--- config.mk ---
export PLATFORM = sky130hd
export DESIGN_NAME = hmul_top
export DESIGN_NICKNAME = d
export VERILOG_FILES = /design/src/verilog/hmul_pkg.sv /design/src/verilog/fp16_unpack.sv /design/src/verilog/fp16_mant_norm.sv /design/src/verilog/fp16_round_pack.sv /design/src/verilog/fp16_mul_pipe.sv /design/src/verilog/hmul_top.sv
export SDC_FILE = /design/constraint.sdc
export NUM_CORES = 1
export LEC_CHECK = 0
export ABC_AREA = 1
export BUFFER_PORTS_ARGS = -buffer_cell sky130_fd_sc_hd__buf_2
export CORE_UTILIZATION = 40
export DETAILED_ROUTE_END_ITERATION = 8
export GPL_ROUTABILITY_DRIVEN = 0
export SYNTH_ARGS = -nofsm -noshare
export SYNTH_HDL_FRONTEND = slang
export SYNTH_SLANG_ARGS = --single-unit
export TNS_END_PERCENT = 1
--- constraint.sdc ---
create_clock -name clk -period 11.5 [get_ports clk]
set_clock_uncertainty 0.1 [all_clocks]
set_input_delay 2.3 -clock clk [delete_from_list [all_inputs] [get_ports clk]]
set_output_delay 2.3 -clock clk [all_outputs]
set_load 0.005 [all_outputs]
--- src/verilog/hmul_pkg.sv ---
package hmul_pkg;

	// binary16 field widths
	localparam int EXP_W    = 5;
	localparam int MAN_W    = 10;
	localparam int SIG_W    = MAN_W + 1;  // Significand with hidden one
	localparam int PROD_W   = 2 * SIG_W;  // Full significand product, 22 bits

	// Exponent constants
	localparam int EXP_BIAS = 15;
	localparam int EXP_MAX  = 31;  // All-ones exponent, Inf or NaN

	// One half-precision value, sign in the MSB
	typedef struct packed {
		logic             sign;
		logic [EXP_W-1:0] exp;
		logic [MAN_W-1:0] man;
	} fp16_t;

	// Canonical quiet NaN, positive sign
	localparam fp16_t QNAN = 16'h7E00;

	// Exception vector, same bit order as the legacy FPMult flags
	typedef struct packed {
		logic any_exc;  // Some input is NaN or Inf
		logic a_nan;
		logic b_nan;
		logic a_inf;
		logic b_inf;
	} mul_flags_t;

	// Stage 1 payload, 41 bits
	typedef struct packed {
		logic              sign_a;
		logic              sign_b;
		logic [EXP_W-1:0]  exp_a;   // Raw biased exponents
		logic [EXP_W-1:0]  exp_b;
		logic [PROD_W-1:0] prod;    // 1.m x 1.m, binary point after bit 20
		logic              a_zero;  // Zero or subnormal
		logic              b_zero;
		mul_flags_t        flags;
	} unpack_t;

	// Stage 2 payload, 26 bits
	typedef struct packed {
		logic              sign;
		logic signed [6:0] exp;     // Biased result exponent, may go negative
		logic [MAN_W-1:0]  man;     // Bits after the leading one
		logic              guard;
		logic              sticky;
		logic              zero;    // Either operand zero
		mul_flags_t        flags;
	} norm_t;

	// Final result with its flags, 21 bits
	typedef struct packed {
		fp16_t      value;
		mul_flags_t flags;
	} mul_result_t;

endpackage

--- src/verilog/fp16_unpack.sv ---
`timescale 1ns/1ps

module fp16_unpack (
	input  hmul_pkg::fp16_t   a,
	input  hmul_pkg::fp16_t   b,
	output hmul_pkg::unpack_t u
);
	import hmul_pkg::*;

	logic             a_exp_ones;  // Exponent all ones
	logic             b_exp_ones;
	logic             a_man_nz;    // Mantissa non-zero
	logic             b_man_nz;
	logic             a_nan;
	logic             b_nan;
	logic             a_inf;
	logic             b_inf;
	logic [SIG_W-1:0] sig_a;
	logic [SIG_W-1:0] sig_b;

	// Classify operands
	assign a_exp_ones = (a.exp == EXP_W'(EXP_MAX));
	assign b_exp_ones = (b.exp == EXP_W'(EXP_MAX));
	assign a_man_nz   = |a.man;
	assign b_man_nz   = |b.man;

	assign a_nan = a_exp_ones & a_man_nz;
	assign b_nan = b_exp_ones & b_man_nz;
	assign a_inf = a_exp_ones & ~a_man_nz;
	assign b_inf = b_exp_ones & ~b_man_nz;

	// Hidden one always set, zero operands are caught by the flags
	assign sig_a = {1'b1, a.man};
	assign sig_b = {1'b1, b.man};

	always_comb begin
		u.sign_a = a.sign;
		u.sign_b = b.sign;
		u.exp_a  = a.exp;
		u.exp_b  = b.exp;
		u.prod   = sig_a * sig_b;       // 11x11 unsigned, fits in 22 bits
		u.a_zero = (a.exp == '0);       // Subnormals count as zero
		u.b_zero = (b.exp == '0);

		// Exception vector
		u.flags.any_exc = a_nan | b_nan | a_inf | b_inf;
		u.flags.a_nan   = a_nan;
		u.flags.b_nan   = b_nan;
		u.flags.a_inf   = a_inf;
		u.flags.b_inf   = b_inf;
	end

endmodule

--- src/verilog/fp16_mant_norm.sv ---
`timescale 1ns/1ps

module fp16_mant_norm (
	input  hmul_pkg::unpack_t u,
	output hmul_pkg::norm_t   n
);
	import hmul_pkg::*;

	logic [PROD_W-1:0] p;
	logic              hi;       // Product in [2,4)
	logic [PROD_W-1:0] p_norm;   // Leading one moved to bit 21
	logic [6:0]        exp_sum;

	assign p  = u.prod;
	assign hi = p[PROD_W-1];

	// One-bit normalization shifts left when the product is in [1,2)
	assign p_norm = hi ? p : (p << 1);

	// Ea + Eb - bias plus one for the [2,4) case
	// Seven bits so the sum can go below zero without wrapping into range
	assign exp_sum = 7'(u.exp_a) + 7'(u.exp_b) + 7'(hi) - 7'(EXP_BIAS);

	always_comb begin
		n.sign = u.sign_a ^ u.sign_b;  // Equal signs give a positive product
		n.exp  = exp_sum;

		// Ten bits after the leading one
		n.man  = p_norm[PROD_W-2 -: MAN_W];

		// First dropped bit
		n.guard = p_norm[PROD_W-2-MAN_W];

		// Everything below guard
		n.sticky = |p_norm[PROD_W-3-MAN_W:0];

		n.zero  = u.a_zero | u.b_zero;
		n.flags = u.flags;             // Carried to the output as is
	end

endmodule

--- src/verilog/fp16_round_pack.sv ---
`timescale 1ns/1ps

module fp16_round_pack (
	input  hmul_pkg::norm_t       n,
	output hmul_pkg::mul_result_t r
);
	import hmul_pkg::*;

	logic              round_up;
	logic [MAN_W:0]    man_r;    // Extra bit catches the rounding carry
	logic signed [6:0] exp_r;
	logic              any_inf;
	logic              is_nan;
	logic              ovf;
	logic              unf;

	// Round to nearest, ties to even
	assign round_up = n.guard & (n.sticky | n.man[0]);
	assign man_r    = {1'b0, n.man} + {{MAN_W{1'b0}}, round_up};

	// Carry out means 1.111.. rounded to 10.000.., mantissa bits already zero
	assign exp_r = n.exp + $signed({6'b0, man_r[MAN_W]});

	assign any_inf = n.flags.a_inf | n.flags.b_inf;
	assign is_nan  = n.flags.a_nan | n.flags.b_nan | (any_inf & n.zero);  // Inf x 0 too

	assign ovf = (exp_r >= EXP_MAX);
	assign unf = (exp_r <= 0);       // Would be subnormal or less

	always_comb begin
		r.flags      = n.flags;
		r.value.sign = n.sign;
		r.value.exp  = exp_r[EXP_W-1:0];
		r.value.man  = man_r[MAN_W-1:0];

		// Special cases, highest priority first
		if (is_nan) begin
			r.value = QNAN;
		end else if (any_inf) begin
			r.value.exp = EXP_W'(EXP_MAX);  // Signed infinity
			r.value.man = '0;
		end else if (n.zero) begin
			r.value.exp = '0;               // Signed zero
			r.value.man = '0;
		end else if (ovf) begin
			r.value.exp = EXP_W'(EXP_MAX);
			r.value.man = '0;
		end else if (unf) begin
			r.value.exp = '0;               // Flush to zero, sign kept
			r.value.man = '0;
		end
	end

	// Any NaN leaving the block must be the canonical one,
	// whichever path through the priority chain produced it
	always_comb begin
		if (r.value.exp == EXP_W'(EXP_MAX) && r.value.man != '0) begin
			nan_is_canonical: assert (r.value == QNAN)
				else $error("non-canonical NaN %h", r.value);
		end
	end

endmodule

--- src/verilog/fp16_mul_pipe.sv ---
`timescale 1ns/1ps

module fp16_mul_pipe (
	input  logic                  clk,
	input  logic                  rst,
	input  logic                  en,
	input  hmul_pkg::fp16_t       a,
	input  hmul_pkg::fp16_t       b,
	output hmul_pkg::mul_result_t res
);
	import hmul_pkg::*;

	unpack_t     u_d;  // Stage 1 comb output
	unpack_t     s1;
	norm_t       n_d;  // Stage 2 comb output
	norm_t       s2;
	mul_result_t r_d;  // Stage 3 comb output
	mul_result_t s3;

	// Classify and multiply significands
	fp16_unpack u_unpack (
		.a (a),
		.b (b),
		.u (u_d)
	);

	// Sign, exponent, normalize, guard/sticky
	fp16_mant_norm u_mant_norm (
		.u (s1),
		.n (n_d)
	);

	// Round and apply special values
	fp16_round_pack u_round_pack (
		.n (s2),
		.r (r_d)
	);

	// Whole pipe moves together on en, stalls otherwise
	always_ff @(posedge clk) begin
		if (rst) begin
			s1 <= '0;
			s2 <= '0;
			s3 <= '0;
		end else if (en) begin
			s1 <= u_d;
			s2 <= n_d;
			s3 <= r_d;
		end
	end

	assign res = s3;  // Output straight from the last register

	// A stalled cycle never changes the result register
	s3_held_on_stall: assert property (
		@(posedge clk) disable iff (rst)
		(!$past(en) && !$past(rst)) |-> $stable(s3)
	) else $error("s3 changed while en was low");

endmodule

--- src/verilog/hmul_top.sv ---
`timescale 1ns/1ps

module hmul_top (
	input  logic                 clk,
	input  logic                 rst,
	input  logic                 ce,
	input  hmul_pkg::fp16_t      din0,
	input  hmul_pkg::fp16_t      din1,
	output hmul_pkg::fp16_t      dout,
	output hmul_pkg::mul_flags_t flags
);
	import hmul_pkg::*;

	fp16_t       din0_buf;  // Input buffer
	fp16_t       din1_buf;
	logic        ce_r;      // ce delayed one cycle to drive the core
	mul_result_t res;       // Core output
	mul_result_t hold;      // Last result seen while ce_r was high

	fp16_mul_pipe u_mul_pipe (
		.clk (clk),
		.rst (rst),
		.en  (ce_r),
		.a   (din0_buf),
		.b   (din1_buf),
		.res (res)
	);

	always_ff @(posedge clk) begin
		if (rst) begin
			din0_buf <= '0;
			din1_buf <= '0;
			ce_r     <= 1'b0;
			hold     <= '0;
		end else begin
			ce_r <= ce;
			if (ce) begin
				din0_buf <= din0;
				din1_buf <= din1;
			end
			if (ce_r)
				hold <= res;  // Track the core while it runs
		end
	end

	// Core output bypasses the hold register while ce_r is high
	assign dout  = ce_r ? res.value : hold.value;
	assign flags = ce_r ? res.flags : hold.flags;

	// A stall keeps the last shown result on the outputs
	dout_held_on_stall: assert property (
		@(posedge clk) disable iff (rst)
		(!ce_r && !$past(rst)) |-> $stable({dout, flags})
	) else $error("dout changed during stall");

endmodule

==> out/summary.md <==
The run finished with clean final reports. STA classifies the critical path startpoint as a flop. The run gives 0.193 GHz as the maximum achievable frequency. Walking the worst path, the cells encountered are nand2_1, fa_1, inv_1, fa_1, inv_1, fa_1, inv_1, fa_1, inv_1, fa_1, inv_1, ha_1, nand2_1, nor2_1, nand3_1, nand3_1, nand2_1, nand3_1, nand3_1, nand2_1, inv_1. The tightest min-delay check is of the reg -> reg type. Across all setup checks in the final design, the least slack found is 6.32 ns.

The analysis attributes to cell leakage a power of 6.02 nW. The largest net degree at the start of global routing came out at 75. In this run the power spent charging and discharging nets is 496 µW.

Final-report hold violation count: 0. The net count of the finished layout is 1,630. The run gives 0.43 ns as the worst-skew pair later-pin latency.

TritonCTS built the clock tree. After detailed routing, the number of remaining DRC violations is 0. The per-cell via count in the routed design is 4.87, and the share of post-route cells with drive strength above 1 is 6.74%.

The clock network is responsible for 37.2% of the overall power. The die is 162 µm tall. The placed instances occupy a cell area of 0.0107 mm². The hold buffer count at CTS was 0; the total clock buffers created by CTS was 17. The internal power of the cells totals 982 µW. The critical path start-end classification was reg -> reg. The slew of the pin with the lowest slew margin works out to 1.06 ns. The logs give 2 for the number of buffers on the longest clock path and 58 for the row count. The post-cts gate resize count is 0, and the horizontal die dimension is 162 µm.

The number of global-route vias before repair was 8,588; the initial antenna violation count was 0. The cell type with the highest aggregate area in the netlist is sky130_fd_sc_hd__dfxtp_1. After synthesis, the cell types taking the most area are sky130_fd_sc_hd__dfxtp_1 28%, sky130_fd_sc_hd__fa_1 16%, sky130_fd_sc_hd__nand2_1 12%.

The top-level I/O count was 56; the arrival time at the worst endpoint was 5.41 ns. The number of antenna diodes in the final layout is 0. The average cell area after synthesis is 7.19 µm², and the buffers inserted during post-CTS setup optimization is 0. The summed negative setup slack over all endpoints was 0 ns; the area growth from synthesis to layout was 9.66%. Among all stages on the critical path, the largest delay is contributed by sky130_fd_sc_hd__dfxtp_1.

Yosys printed 0 warnings. After layout, the minimum clock period comes to 5.18 ns. The finished cells cover 0.0113 mm². The final-report max-slew violation count is 0, and the iteration-0 DRC count of the detailed router is 569.

In the global route stage, overall resource usage came out at 19.6%. The share of the clock period used by the worst path is 45.1%. Once layout is complete, the utilization of the core stands at 44.8%.

For this run the aggregate overflow at the end of global routing stands at 0. The power density normalized to cell area is 131 mW/mm², and the core area is 0.0252 mm². The setup check on the worst reg-to-reg path leaves a slack of 6.32 ns.

Sequential cells account for 37.9% of the total power. Along the worst path, the maximum fanout reaches 12. In this run the tightest slew margin relative to its limit is 29.0%. Counting every net in the synthesized netlist gives 1,620. Setup violations remaining at the end of the flow were counted as 0. The count of nets left with antenna violations after detail routing was 0. Prior to clock tree synthesis, the placed netlist has a worst setup slack of 6.36 ns. The worst-case IR drop observed on VDD is 0.131 mV. The die covers 0.0264 mm².

Counting every instance in the synthesized netlist gives 1,431. In this design, the critical path's most frequently occurring cell is sky130_fd_sc_hd__inv_1. In this design, the stage delay of the slowest critical-path cell is 0.68 ns.

Port buffering added 55 buffers. Dividing the detail-routed wire length by the instance count gives 13.3 µm. The combined buffer and inverter count along the critical path was 6. The number of unique standard cell types used by synthesis was 37; the netlist area before placement was 0.0103 mm².

The switching power as a share of total power came out at 33.6%. The root buffer cell chosen for the clock tree is sky130_fd_sc_hd__clkbuf_16. For this block, the routed nets add up to 23.8 mm of wire. The sequential-to-total area share from yosys stat came out at 27.6%.

Cell type group with the largest total delay on the critical path: adder cells. The critical path capture point type is a flop. The first detailed-routing pass took 7 iterations. Clock-pin slew was measured on the worst setup and hold paths at 0.06 ns. Per report_power, the combinational group accounts for 24.8% of the total.

Max-cap violations in this run came to 0. The run gives 142 as the sink count of the clock tree. For this block, the via count after detailed routing is 8,677.

The first global-routing pass estimated 41.6 mm of wire. Count of state elements after synthesis: 142. Setup repair after global routing left no endpoint under its margin. At the worst endpoint, the required time is 11.73 ns. The logs give 17.6 mm for the final HPWL from detailed placement and 40.8% for the initial core utilization. The H-tree generated during clock tree synthesis spans 4 levels. The area share of the largest cell type after synthesis came out at 27.6%.
-- power groups by stage --
stage	Clock, mW	Sequential [mW]	Combinational, mW
global route	0.581	0.565	0.434
CTS	0.563	0.560	0.372
finish	0.550	0.560	0.367
floorplan	0	0.546	0.300
detailed placement	0	0.571	0.368
global placement	0	0.570	0.365
-- registers in the layout, summed over array words and instances (netlist names) --
signal / flops
u_mul_pipe.s2: 26
hold: 21
din0_buf: 16
ce_r: 1
u_mul_pipe.s1: 41
u_mul_pipe.res: 21
din1_buf: 16
-- synth_stat cells --
cell / instances
sky130_fd_sc_hd__buf_6: 4
sky130_fd_sc_hd__nor3_1: 9
sky130_fd_sc_hd__o211ai_1: 12
sky130_fd_sc_hd__fa_1: 81
sky130_fd_sc_hd__inv_1: 274
sky130_fd_sc_hd__nand3_1: 57
sky130_fd_sc_hd__o21bai_1: 3
sky130_fd_sc_hd__buf_2: 1
sky130_fd_sc_hd__o21a_1: 3
sky130_fd_sc_hd__o21ai_0: 81
sky130_fd_sc_hd__buf_1: 4
sky130_fd_sc_hd__a21oi_1: 106
sky130_fd_sc_hd__nor2_1: 135
sky130_fd_sc_hd__inv_2: 2
sky130_fd_sc_hd__nor2_4: 1
sky130_fd_sc_hd__a31oi_1: 1
sky130_fd_sc_hd__buf_8: 1
sky130_fd_sc_hd__a211oi_1: 2
sky130_fd_sc_hd__clkinv_1: 1
sky130_fd_sc_hd__nand4_1: 20
sky130_fd_sc_hd__xnor2_1: 6
sky130_fd_sc_hd__dlymetal6s2s_1: 1
sky130_fd_sc_hd__nand2_4: 1
sky130_fd_sc_hd__dfxtp_1: 142
sky130_fd_sc_hd__a21boi_0: 1
sky130_fd_sc_hd__ha_1: 73
sky130_fd_sc_hd__a2111oi_0: 1
sky130_fd_sc_hd__nor4_1: 4
sky130_fd_sc_hd__o211a_1: 1
sky130_fd_sc_hd__clkbuf_1: 57
sky130_fd_sc_hd__o21bai_2: 1
sky130_fd_sc_hd__nand2_1: 328
sky130_fd_sc_hd__nand2_2: 2
sky130_fd_sc_hd__a21o_1: 1
sky130_fd_sc_hd__and2_1: 1
sky130_fd_sc_hd__and3_1: 1
sky130_fd_sc_hd__xor2_1: 12
-- metrics by stage --
step | total power, mW | std cells | hold slack, ns
2_1_floorplan | 0.846 | 1431 | 0.339
3_3_place_gp | 0.936 | 1752 | 0.355
3_5_place_dp | 0.939 | 1752 | 0.355
4_1_cts | 1.49 | 1783 | 0.365
5_1_grt | 1.58 | 1783 | 0.380
6_report | 1.48 | 1783 | 0.364
-- placed cells by master, fill, tap and decap left out, drive strengths merged, types with 2 or more instances in the layout --
cell and count:
bufinv 2, fa 81, nand3 57, a21oi 106
nor2 136, o211ai 12, buf 59, o21bai 4
clkinv 5, nand4 20, nor3 9, nor4 4
o21ai 81, dfxtp 142, xnor2 6, clkbuf 19
o21a 3, inv 281, xor2 12, a211oi 2
ha 73, nand2 331
-- final timing paths --
check / end / start / depth (start not counted)
setup / recovery: u_mul_pipe.s1[23]$_SDFFE_PP0P_ / din1_buf[4]$_SDFFE_PP0P_ / 21
hold / removal: u_mul_pipe.s1[1]$_SDFFE_PP0P_ / u_mul_pipe.s1[1]$_SDFFE_PP0P_ / 2
setup reg to reg: u_mul_pipe.s1[23]$_SDFFE_PP0P_ / din1_buf[4]$_SDFFE_PP0P_ / 21
hold reg to reg: u_mul_pipe.s1[1]$_SDFFE_PP0P_ / u_mul_pipe.s1[1]$_SDFFE_PP0P_ / 2
-- per-layer routing --
layer | up-vias | GRT usage, % | wire [µm] | part of all wire (%)
li1 | 4418 | - | - | -
met1 | 4103 | 26.4 | 11500 | 49
met2 | 133 | 32.5 | 11100 | 47
met3 | 23 | 2.83 | 767 | 3.2
met4 | 0 | 5.45 | 380 | 1.6
met5 | - | 0 | 0 | 0
-- logic make-up (layout without fill, tap and decap cells) --
logic type / after synthesis / in the layout / share of synthesized area [%]
flops: 142 / 142 / 27.6
compound gates: 213 / 213 / 11.1
xor+xnor: 18 / 18 / 1.53
simple gates: 559 / 559 / 22.0
buf+inv: 345 / 367 / 13.1
fa+ha+maj: 154 / 154 / 24.6
-- worst register-to-register path, stage by stage (launching register included) --
cell	delay [ns]
sky130_fd_sc_hd__dfxtp_1	0.68
sky130_fd_sc_hd__nand2_1	0.16
sky130_fd_sc_hd__fa_1	0.57
sky130_fd_sc_hd__inv_1	0.05
sky130_fd_sc_hd__fa_1	0.49
sky130_fd_sc_hd__inv_1	0.05
sky130_fd_sc_hd__fa_1	0.47
sky130_fd_sc_hd__inv_1	0.05
sky130_fd_sc_hd__fa_1	0.52
sky130_fd_sc_hd__inv_1	0.06
sky130_fd_sc_hd__fa_1	0.52
sky130_fd_sc_hd__inv_1	0.04
sky130_fd_sc_hd__ha_1	0.34
sky130_fd_sc_hd__nand2_1	0.14
sky130_fd_sc_hd__nor2_1	0.15
sky130_fd_sc_hd__nand3_1	0.11
sky130_fd_sc_hd__nand3_1	0.18
sky130_fd_sc_hd__nand2_1	0.11
sky130_fd_sc_hd__nand3_1	0.08
sky130_fd_sc_hd__nand3_1	0.08
sky130_fd_sc_hd__nand2_1	0.09
sky130_fd_sc_hd__inv_1	0.04
-- final cells by class --
type | instances | area, µm²
Fill cell | 2530 | 13900
Multi-Input combinational cell | 944 | 6100
Sequential cell | 142 | 2850
Inverter | 277 | 1040
Clock buffer | 19 | 443
Tap cell | 330 | 413
Timing Repair Buffer | 59 | 305
Clock inverter | 12 | 135
(Power assumes the default switching activity.)
